### config.mk
export PLATFORM = sky130hd
export DESIGN_NAME = itim
export DESIGN_NICKNAME = d
export VERILOG_FILES = /design/src/itim_pkg.sv /design/src/itim.sv /design/src/itim_ctrl.sv /design/src/itim_array.sv
export VERILOG_INCLUDE_DIRS = /design/src
export SDC_FILE = /design/constraint.sdc
export NUM_CORES = 2
export LEC_CHECK = 0
export BUFFER_PORTS_ARGS = -buffer_cell sky130_fd_sc_hd__buf_2
export CAP_MARGIN = 20
export CELL_PAD_IN_SITES_DETAIL_PLACEMENT = 1
export CELL_PAD_IN_SITES_GLOBAL_PLACEMENT = 2
export CORE_ASPECT_RATIO = 2
export CORE_MARGIN = 4
export CORE_UTILIZATION = 40
export DETAILED_ROUTE_END_ITERATION = 8
export PLACE_DENSITY_LB_ADDON = 0.15
export RECOVER_POWER = 50
export SLEW_MARGIN = 20
export SYNTH_ARGS = -nofsm -noshare
export SYNTH_HDL_FRONTEND = slang
export SYNTH_SLANG_ARGS = --single-unit
export TNS_END_PERCENT = 1
### constraint.sdc
create_clock -name clock -period 9.4 [get_ports clock]
set_input_delay 1.41 -clock clock [delete_from_list [all_inputs] [get_ports clock]]
set_output_delay 1.41 -clock clock [all_outputs]
set_load 0.02 [all_outputs]
### src/itim_defs.svh
`ifndef ITIM_DEFS_SVH
`define ITIM_DEFS_SVH

// line store geometry, both given as log2
`define ITIM_DEPTH 4
`define ITIM_WIDTH 2

// word address bits left over once index and word offset are taken
`define ITIM_TAG_WIDTH (30 - `ITIM_DEPTH - `ITIM_WIDTH)

// cached window, top is exclusive
`define ITIM_BASE_ADDR 32'h0000_0000
`define ITIM_TOP_ADDR 32'h0001_0000

`endif
### src/itim_pkg.sv
`default_nettype none
`include "itim_defs.svh"

package itim_pkg;

  typedef struct packed {
    logic        mem_valid;
    logic        mem_fence;
    logic        mem_instr;
    logic [31:0] mem_addr;
    logic [31:0] mem_wdata;
    logic [3:0]  mem_wstrb;
  } mem_in_type;

  typedef struct packed {
    logic        mem_ready;
    logic [31:0] mem_rdata;
  } mem_out_type;

  typedef struct packed {
    logic                       wen;
    logic [`ITIM_DEPTH-1:0]     waddr;
    logic [`ITIM_DEPTH-1:0]     raddr;
    logic [`ITIM_TAG_WIDTH-1:0] wdata;
  } itim_tag_in_type;

  typedef struct packed {
    logic [`ITIM_TAG_WIDTH-1:0] rdata;
  } itim_tag_out_type;

  // one whole line per entry
  typedef struct packed {
    logic                                wen;
    logic [`ITIM_DEPTH-1:0]              waddr;
    logic [`ITIM_DEPTH-1:0]              raddr;
    logic [(2**`ITIM_WIDTH)*32-1:0]      wdata;
  } itim_data_in_type;

  typedef struct packed {
    logic [(2**`ITIM_WIDTH)*32-1:0] rdata;
  } itim_data_out_type;

  typedef struct packed {
    logic                   wen;
    logic [`ITIM_DEPTH-1:0] waddr;
    logic [`ITIM_DEPTH-1:0] raddr;
    logic                   wdata;
  } itim_lock_in_type;

  typedef struct packed {
    logic rdata;
  } itim_lock_out_type;

  typedef struct packed {
    itim_tag_out_type  tag_out;
    itim_data_out_type data_out;
    itim_lock_out_type lock_out;
  } itim_ctrl_in_type;

  typedef struct packed {
    itim_tag_in_type  tag_in;
    itim_data_in_type data_in;
    itim_lock_in_type lock_in;
  } itim_ctrl_out_type;

  typedef enum logic [2:0] {
    st_hit,
    st_miss,
    st_load,
    st_update,
    st_fence
  } itim_state_type;

endpackage

`default_nettype wire

### src/itim.sv
`timescale 1ns/1ps
`default_nettype none
`include "itim_defs.svh"

module itim
  import itim_pkg::*;
#(
  parameter int itim_enable = 1
) (
  input  logic        clock,
  input  logic        reset,
  input  mem_in_type  itim_in,
  output mem_out_type itim_out,
  input  mem_out_type imem_out,
  output mem_in_type  imem_in
);

  generate
    if (itim_enable != 0) begin : g_cached

      itim_ctrl_in_type  ictrl_in;
      itim_ctrl_out_type ictrl_out;

      itim_ctrl ctrl (
        .clock     (clock),
        .reset     (reset),
        .ictrl_in  (ictrl_in),
        .ictrl_out (ictrl_out),
        .itim_in   (itim_in),
        .itim_out  (itim_out),
        .imem_out  (imem_out),
        .imem_in   (imem_in)
      );

      itim_array #(
        .data_width (`ITIM_TAG_WIDTH)
      ) tag_array (
        .clock (clock),
        .wen   (ictrl_out.tag_in.wen),
        .waddr (ictrl_out.tag_in.waddr),
        .raddr (ictrl_out.tag_in.raddr),
        .wdata (ictrl_out.tag_in.wdata),
        .rdata (ictrl_in.tag_out.rdata)
      );

      itim_array #(
        .data_width ((2**`ITIM_WIDTH)*32) // whole line
      ) data_array (
        .clock (clock),
        .wen   (ictrl_out.data_in.wen),
        .waddr (ictrl_out.data_in.waddr),
        .raddr (ictrl_out.data_in.raddr),
        .wdata (ictrl_out.data_in.wdata),
        .rdata (ictrl_in.data_out.rdata)
      );

      itim_array #(
        .data_width (1)
      ) lock_array (
        .clock (clock),
        .wen   (ictrl_out.lock_in.wen),
        .waddr (ictrl_out.lock_in.waddr),
        .raddr (ictrl_out.lock_in.raddr),
        .wdata (ictrl_out.lock_in.wdata),
        .rdata (ictrl_in.lock_out.rdata)
      );

    end else begin : g_bypass

      // no store, fetch port goes straight to backing memory
      assign imem_in  = itim_in;
      assign itim_out = imem_out;

    end
  endgenerate

endmodule

`default_nettype wire

### src/itim_ctrl.sv
`timescale 1ns/1ps
`default_nettype none
`include "itim_defs.svh"

module itim_ctrl
  import itim_pkg::*;
(
  input  logic              clock,
  input  logic              reset,
  input  itim_ctrl_in_type  ictrl_in,
  output itim_ctrl_out_type ictrl_out,
  input  mem_in_type        itim_in,
  output mem_out_type       itim_out,
  input  mem_out_type       imem_out,
  output mem_in_type        imem_in
);

  localparam int depth      = `ITIM_DEPTH;
  localparam int width      = `ITIM_WIDTH;
  localparam int tag_width  = `ITIM_TAG_WIDTH;
  localparam int line_words = 2**width;
  localparam int line_bits  = line_words*32;

  localparam logic [depth-1:0] last_did = '1;
  localparam logic [width-1:0] last_cnt = '1;

  localparam logic [31:0] win_base = `ITIM_BASE_ADDR;
  localparam logic [31:0] win_size = `ITIM_TOP_ADDR - `ITIM_BASE_ADDR;

  typedef struct packed {
    logic [tag_width-1:0] tag;
    logic [depth-1:0]     did;   // line index
    logic [width-1:0]     wid;   // word within line
    logic [31:0]          addr;
    logic                 fence;
    logic                 en;
  } front_type;

  typedef struct packed {
    itim_state_type       state;
    logic [tag_width-1:0] tag;
    logic [line_bits-1:0] data;  // line being filled
    logic [depth-1:0]     did;
    logic [width-1:0]     wid;
    logic [width-1:0]     cnt;   // fill word counter
    logic [31:0]          addr;  // backing memory address
    logic                 fence;
    logic                 valid; // backing memory request level
  } back_type;

  front_type   r_f;
  front_type   rin_f;
  back_type    r_b;
  back_type    rin_b;

  logic        in_window;
  logic        fill_wen;
  logic        fence_wen;
  logic        ready;
  logic [31:0] rdata;

  // front stage: capture the request and split the address
  always_comb begin
    rin_f = r_f;
    rin_f.fence = 1'b0;
    rin_f.en = 1'b0;
    if (itim_in.mem_valid) begin
      if (itim_in.mem_fence) begin
        rin_f.fence = 1'b1;
      end else begin
        rin_f.en = 1'b1;
        rin_f.addr = itim_in.mem_addr;
        rin_f.tag = itim_in.mem_addr[31:depth+width+2];
        rin_f.did = itim_in.mem_addr[depth+width+1:width+2];
        rin_f.wid = itim_in.mem_addr[width+1:2];
      end
    end
  end

  // one unsigned compare covers both window bounds
  assign in_window = (r_f.addr - win_base) < win_size;

  // back stage
  always_comb begin
    rin_b = r_b;
    ready = 1'b0;
    rdata = '0;

    case (r_b.state)
      st_hit: begin
        rin_b.tag = r_f.tag;
        rin_b.did = r_f.did;
        rin_b.wid = r_f.wid;
        rin_b.addr = r_f.addr;
        rin_b.fence = r_f.fence;
        rin_b.valid = 1'b0;
        if (r_f.fence) begin
          rin_b.did = '0; // sweep starts at line 0
          rin_b.state = st_fence;
        end else if (r_f.en) begin
          if (!in_window) begin
            rin_b.state = st_load;
            rin_b.valid = 1'b1;
          end else if (!ictrl_in.lock_out.rdata) begin
            rin_b.state = st_miss;
            rin_b.addr[width+1:0] = '0; // line base
            rin_b.cnt = '0;
            rin_b.valid = 1'b1;
          end else if (ictrl_in.tag_out.rdata != r_f.tag) begin
            // line held by another tag, go around it
            rin_b.state = st_load;
            rin_b.valid = 1'b1;
          end else begin
            ready = 1'b1;
            rdata = ictrl_in.data_out.rdata[32*r_f.wid +: 32];
          end
        end
      end

      st_miss: begin
        if (imem_out.mem_ready) begin
          rin_b.data[32*r_b.cnt +: 32] = imem_out.mem_rdata;
          if (r_b.cnt == last_cnt) begin
            rin_b.valid = 1'b0;
            rin_b.state = st_update;
          end else begin
            rin_b.addr = r_b.addr + 32'd4;
            rin_b.cnt = r_b.cnt + 1'b1;
          end
        end
      end

      st_load: begin
        if (imem_out.mem_ready) begin
          ready = 1'b1;
          rdata = imem_out.mem_rdata;
          rin_b.valid = 1'b0;
          rin_b.state = st_hit;
        end
      end

      st_update: begin
        ready = 1'b1;
        if (!r_b.fence) begin
          rdata = r_b.data[32*r_b.wid +: 32];
        end
        rin_b.state = st_hit;
      end

      st_fence: begin
        if (r_b.did == last_did) begin
          rin_b.state = st_update;
        end else begin
          rin_b.did = r_b.did + 1'b1;
        end
      end

      default: begin
        rin_b.valid = 1'b0;
        rin_b.state = st_hit;
      end
    endcase
  end

  assign fill_wen  = (r_b.state == st_update) && !r_b.fence;
  assign fence_wen = (r_b.state == st_fence);

  always_comb begin
    // reads follow the next front register so data lines up with the back stage
    ictrl_out.tag_in.raddr  = rin_f.did;
    ictrl_out.data_in.raddr = rin_f.did;
    ictrl_out.lock_in.raddr = rin_f.did;

    ictrl_out.tag_in.wen   = fill_wen;
    ictrl_out.tag_in.waddr = r_b.did;
    ictrl_out.tag_in.wdata = r_b.tag;

    ictrl_out.data_in.wen   = fill_wen;
    ictrl_out.data_in.waddr = r_b.did;
    ictrl_out.data_in.wdata = r_b.data;

    ictrl_out.lock_in.wen   = fill_wen | fence_wen;
    ictrl_out.lock_in.waddr = r_b.did;
    ictrl_out.lock_in.wdata = fill_wen; // set on fill, cleared by fence
  end

  always_comb begin
    // in st_hit the request goes out at once, later it holds until ready
    if (r_b.state == st_hit) begin
      imem_in.mem_valid = rin_b.valid;
      imem_in.mem_addr  = rin_b.addr;
    end else begin
      imem_in.mem_valid = r_b.valid;
      imem_in.mem_addr  = r_b.addr;
    end
    imem_in.mem_fence = 1'b0;
    imem_in.mem_instr = 1'b1;
    imem_in.mem_wdata = '0;
    imem_in.mem_wstrb = '0;

    itim_out.mem_ready = ready;
    itim_out.mem_rdata = rdata;
  end

  always_ff @(posedge clock) begin
    r_f <= rin_f;
    r_b <= rin_b;
    if (reset) begin
      r_f.en <= 1'b0;
      r_f.fence <= 1'b0;
      r_b.state <= st_hit;
      r_b.valid <= 1'b0;
      r_b.fence <= 1'b0;
    end
  end

endmodule

`default_nettype wire

### src/itim_array.sv
`timescale 1ns/1ps
`default_nettype none
`include "itim_defs.svh"

module itim_array #(
  parameter int data_width = 32
) (
  input  logic                   clock,
  input  logic                   wen,
  input  logic [`ITIM_DEPTH-1:0] waddr,
  input  logic [`ITIM_DEPTH-1:0] raddr,
  input  logic [data_width-1:0]  wdata,
  output logic [data_width-1:0]  rdata
);

  logic [data_width-1:0]  mem [2**`ITIM_DEPTH] = '{default: '0};
  logic [`ITIM_DEPTH-1:0] raddr_q = '0;

  // registered read address, data follows one cycle later
  always_ff @(posedge clock) begin
    raddr_q <= raddr;
    if (wen) begin
      mem[waddr] <= wdata;
    end
  end

  assign rdata = mem[raddr_q];

endmodule

`default_nettype wire

After elaboration in Yosys (flattened, before gate mapping). Memories as Yosys holds them, arrays and structs flattened. A register that Yosys moved wholly into a read port is not among the register bits. Cells that the tools add are included. W data, S select, Z words.

Bits in registers: 261. Bits in writable memories: 2448. Input port bits: 106. Output and inout bits: 104. Word-level logic and storage cells: 121. Memories kept: 3.

$add $sub $neg: 4. Magnitude comparators: 1. Eq/ne operators: 19. Shift operators: 4. Mux-type cells: 60. Bitwise gates (word level): 3. Reduce and logical (&&, ||, !) cells: 12.

Memories: g_cached.data_array.mem (depth 16, width 128, rd ports 1, clocked after Yosys merged registers in 1, write ports 1, line itim_array.sv:16) `` logic [data_width-1:0] mem [2**`ITIM_DEPTH] = '{default: '0}; ``; g_cached.tag_array.mem (depth 16, width 24, rd ports 1, clocked after Yosys merged registers in 1, write ports 1, line itim_array.sv:16); g_cached.lock_array.mem (depth 16, width 1, rd ports 1, clocked after Yosys merged registers in 1, write ports 1, line itim_array.sv:16).

Operator list (count): $mux W32 (8); $shiftx A128 B8 Y32 (2); $bwmux W128 (1); $shift A32 B34 Y128 const A (1); $shiftx A32 B34 Y128 (1); $pmux W32 S3 (1); $mux W34 (2); $pmux W34 S2 (1); $mux W4 (9); $neg A7 Y34 (1); $add A32 B3 Y32 const B (1); $lt A32 B17 Y1 const B (1); $mux W3 (9); $ne A24 B24 Y1 (1); $mux W1 (21); $ne A2 B2 Y1 const B (7); $pmux W3 S4 (1); $mux W2 (4); $pmux W4 S2 (1); $reduce_and A7 Y1 (1); $eq A3 B2 Y1 const B (2); $ne A2 B1 Y1 const B (3); $reduce_and A2 Y1 (3); $reduce_and A6 Y1 (1); 17 further kinds (20).

Logic depth before layout (Yosys ltp).
Word-level depth: 8. Gate-level depth with buffers: 13. Mapped depth without buffers: 9.

Cells and area by module. From an unflattened synthesis, not the netlist that was laid out.

Cells, all modules: 5122. Area total of the unflattened synthesis: 105890.3 um^2.

By module, submodules not included: itim_array at g_cached.data_array (instances 1, cells each 3241, area each 76848.7 um^2, sequential area each 61579.1 um^2); itim_array at g_cached.tag_array (instances 1, cells each 616, area each 14530.2 um^2, sequential area each 11611.1 um^2); itim_ctrl (instances 1, cells each 1215, area each 13705.6 um^2, sequential area each 6626.4 um^2); itim_array at g_cached.lock_array (instances 1, cells each 50, area each 805.8 um^2, sequential area each 560.5 um^2).

Least setup slack after synthesis. Ideal clock, no wire load.

Path kind: register to register. Start: reg g_cached.ctrl.r_b[195] (netlist name). End: mem g_cached.data_array.mem[0][0] (netlist name), enable pin. Library setup time: 0.666 ns. Arrival: 7.983 ns. Required time: 8.734 ns. Path slack: 0.750 ns. Stages on the path, launching flop included: 8. Path buffers: 1. Period minus slack after synthesis: 8.650 ns. Path through: dfxtp_1 > nor2b_1 > nand2_1 > or2_2 > inv_2 > buf_1 > nand2_1 > nor2_1.

Longest elaborated chain between the ends: 4.

RTL lines: from (decl) (line itim_ctrl.sv:53) `back_type r_b;`; from (signal assigned) (line itim_ctrl.sv:207) `r_b <= rin_b;`; $eq A3 B2 Y1 (line itim_ctrl.sv:165) `assign fill_wen = (r_b.state == st_update) && !r_b.fence;`; $logic_and A1 B1 Y1 (line itim_ctrl.sv:165); via g_cached.ctrl.fill_wen (line itim_ctrl.sv:57) `logic fill_wen;`; $mux W1 (line itim_array.sv:22) `if (wen) begin`; $mux W1 (not written as such) (line itim_array.sv:23) `mem[waddr] <= wdata;`; to (decl) (line itim_array.sv:16).

The timed path passes the listed nets, and every way through them passes these cells.

==> metrics.yaml <==
run_status:
  status: "finished, violations left"
  violations: "max-capacitance violations, max-slew violations"
worst_setup_path:
  worstSetupEndpointType: "output pin"
  start_kind: "flip-flop"
  r2r_slack_ns: 2.90
  r2r-end: "g_cached.data_array.mem[10][66]"
  critical_path_arrival_ns: 6.48
  critPathMaxFanout: 27
  r2r_cells: 8
  worst-endpoint-required_ns: 7.99
  reg2reg_from: "g_cached.ctrl.r_b[194]"
  path_class: "flip-flop to output pin"
global_route:
  grt_max_degree: 100
  grt_pass1_vias: 53000
  grt_overflow_total: 0
  grt_use_total: 0.214
  grt_pass1_wl_mm: 411
  antenna_found_initial: 29
cts:
  cts_tree: "yes"
  clk_pin_slew_ns: 0.07
  cts_hold_buf: 0
  root_buffer: "clkbuf_16"
  cts_htree_levels: 4
  cts_buffer_depth: 4
  postCtsResizedCells: 0
  cts_made_buffers: 244
  clkLatencyLatePin_ns: 0.90
  cts.sinks: 2683
  postCtsSetupBuffers: 0
die:
  start_util: 0.402
  dieWidth_um: 370
  num_rows: 265
  num_io_pins: 210
  die_h_um: 731
  die_area_um2: 270000
  coreArea_um2: 260000
cells_and_area:
  drive_gt1_frac: 0.285
  final_cell_mix: "2,640 x edfxtp_1, 797 x mux4_2, 246 x clkbuf_16"
  nets: 4919
  stdcell_count: 8472
  fill_cells: 23200
  area_growth_pct: 12.2
  layout_commonest_cell: "edfxtp_1"
placement:
  routabilityCongestion: 0.734
  dp_hpwl_mm: 153
  dpl.cell_count: 8027
  portBuffers: 134
detailed_routing:
  drt-pass1-iter-count: 6
  met2_length_mm: 156
  ant_nets: 0
  drt-met1-wl_mm: 114
  wl_per_cell_um: 34.2
  drc_errors: 0
  vias_per_cell: 5.77
  routed-via-count: 48900
  drt_iter0_markers: 4078
  top_layer: "met5"
  met3WireLength_mm: 13.4
  wl_mm: 289
logic_synthesis:
  yosysSeqAreaShare: 0.766
  synth_compound_area_frac: 0.0148
  ys_types: 62
  synth_top_family_by_area: "multiplexers"
  netlist_instances: 4543
  synthAdderAreaFrac: 0.00132
  synth_edf_count: 2640
  netlist_area_um2: 105000
  ys_seq_elements: 2683
  yosys_most_used_dff: "edfxtp_1"
  muxShareOfSynthArea: 0.179
  synthXorXnorAreaFrac: 0.00201
  syn_area_per_cell_um2: 23.0
  synthSimpleGateAreaFrac: 0.0217
  yosysWarnings: 0
  async_flop_share: 0
pwr:
  leakagePower_uw: 0.0367
  power.switching_uw: 6140
  seq_power_share: 0.530
  ir_worst_vdd_mv: 0.168
  p_int_uw: 19700
  pwr-share-clk: 0.379
  p_sw_frac: 0.237
  power_frac_comb: 0.091
  p_per_area_nw_per_um2: 220
sta:
  fin_crit_ns: 7.89
  rsz0062_at_grt: "no"
  finalHoldViolations: 0
  worst_pin_slew_ns: 4.01
  slew_viol_final: 305
  finalSetupViolations: 0
  maxSlewHeadroom: -1.67
  fmax_mhz: 127
  period_share: 0.839
  setup-tns-final_ns: 0
  skew_ns: 0.0464
worst_hold_path:
  whs_path_depth: 2
  min_path_type: "flip-flop to flip-flop"
  hold_start: "g_cached.ctrl.r_b[2]"
  whs_endpoint: "g_cached.ctrl.r_b[2]"
job:
  cap_violations: 10
==> power by group through the flow <==
stage               Sequential (uW)  Combinational, uW  Clock, uW
floorplan                     13800               1660          0
global placement              14000               2410          0
detailed placement            14000               2420          0
CTS                           13700               2430      10100
global route                  13800               2520      10600
finish                        13700               2360       9800
==> registers in the layout (all words and copies together) (netlist names), named ones only <==
signal / cells
g_cached.ctrl.r_b: 41
g_cached.data_array.raddr_q: 3
g_cached.data_array.mem: 2048
g_cached.tag_array.mem: 384
g_cached.ctrl.r_f: 31
g_cached.ctrl.ictrl_out: 156
g_cached.lock_array.mem: 16
==> critical path, stage by stage (launching register included) <==
cell,delay [ns]
dfxtp_4,0.72
buf_4,0.71
mux4_2,0.61
xnor2_1,0.19
nand3_1,0.43
a31oi_1,0.85
nand4_2,0.26
nor2_4,0.49
buf_12,0.25
buf_4,0.34
a31o_1,0.39
buf_2,0.23
==> worst max-delay path by stage <==
stage                                start                       endpoint  slack [ns]  cells past startpoint
floorplan           g_cached.ctrl.r_b[195]  g_cached.data_array.mem[0][0]        0.75                      7
detailed placement               flip-flop                   itim_out[26]        2.29                     11
CTS                              flip-flop                   itim_out[26]        1.30                     11
global placement                 flip-flop                   itim_out[26]        1.94                     10
global route                     flip-flop                   itim_out[22]        1.27                      8
finish                           flip-flop                   itim_out[26]        1.51                     11
==> logic make-up after synthesis <==
logic type | after synthesis
other cells | 2
flops | 2683
simple gates | 437
buf+inv | 299
mux | 872
fa+ha+maj | 11
compound gates | 215
xor+xnor | 24
==> cell type report <==
cell class              count  area [um2]  area share
diodes                     10        25.0    0.000213
clock buffers             300        6360      0.0542
clock inverters           135        1260      0.0107
inverters                  14        53.8    0.000458
multi-input cells        1597       23200       0.197
flip-flops and latches   2683       80200       0.683
well taps                3471        4340      0.0370
repair buffers            262        2060      0.0176
==> layer usage <==
metal,track usage,vias up
met5,0,-
met1,0.274,27500
li1,-,19700
met4,0.0485,24
met2,0.391,1243
met3,0.0265,385
==> synth_stat cells (5+ instances only) <==
cell type	instances	share of area
a21oi_1	45	0.0022
a22o_1	34	0.0028
a22oi_1	15	0.0011
a31o_1	31	0.0026
and2_1	136	0.0081
and3_1	22	0.0013
and4_1	7	0.00059
buf_1	16	0.00057
buf_2	130	0.0062
buf_4	49	0.0035
buf_6	17	0.0018
clkbuf_1	73	0.0026
dfxtp_1	43	0.0082
edfxtp_1	2640	0.76
ha_1	11	0.0013
inv_1	13	0.00047
mux2_2	7	0.00075
mux2i_1	68	0.0065
mux4_2	797	0.17
nand2_1	142	0.0051
nand2b_1	8	0.00048
nand3_1	23	0.0011
nand4_1	7	0.00042
nor2_1	50	0.0018
nor2b_1	15	0.00090
nor3_1	5	0.00024
nor3b_1	5	0.00036
nor4_1	5	0.00030
o21ai_0	29	0.0014
o22ai_1	22	0.0013
xnor2_1	10	0.00084
xor2_1	14	0.0012
==> per-stage QoR <==
| step | utilization | total power [uW] | hold WS (ns) | worst slack, ns | cell area [um2] |
|---|---|---|---|---|---|
| finish | 0.451 | 25900 | 0.444 | 1.51 | 117000 |
| global route | 0.451 | 26800 | 0.495 | 1.27 | 117000 |
| CTS | 0.451 | 26200 | 0.450 | 1.30 | 117000 |
| detailed placement | 0.422 | 16400 | 0.434 | 2.29 | 110000 |
| global placement | 0.422 | 16400 | 0.425 | 1.94 | 110000 |
| floorplan | - | 15500 | 0.410 | 0.750 | 105000 |
Note: power is estimated with default switching activity, not from simulation.
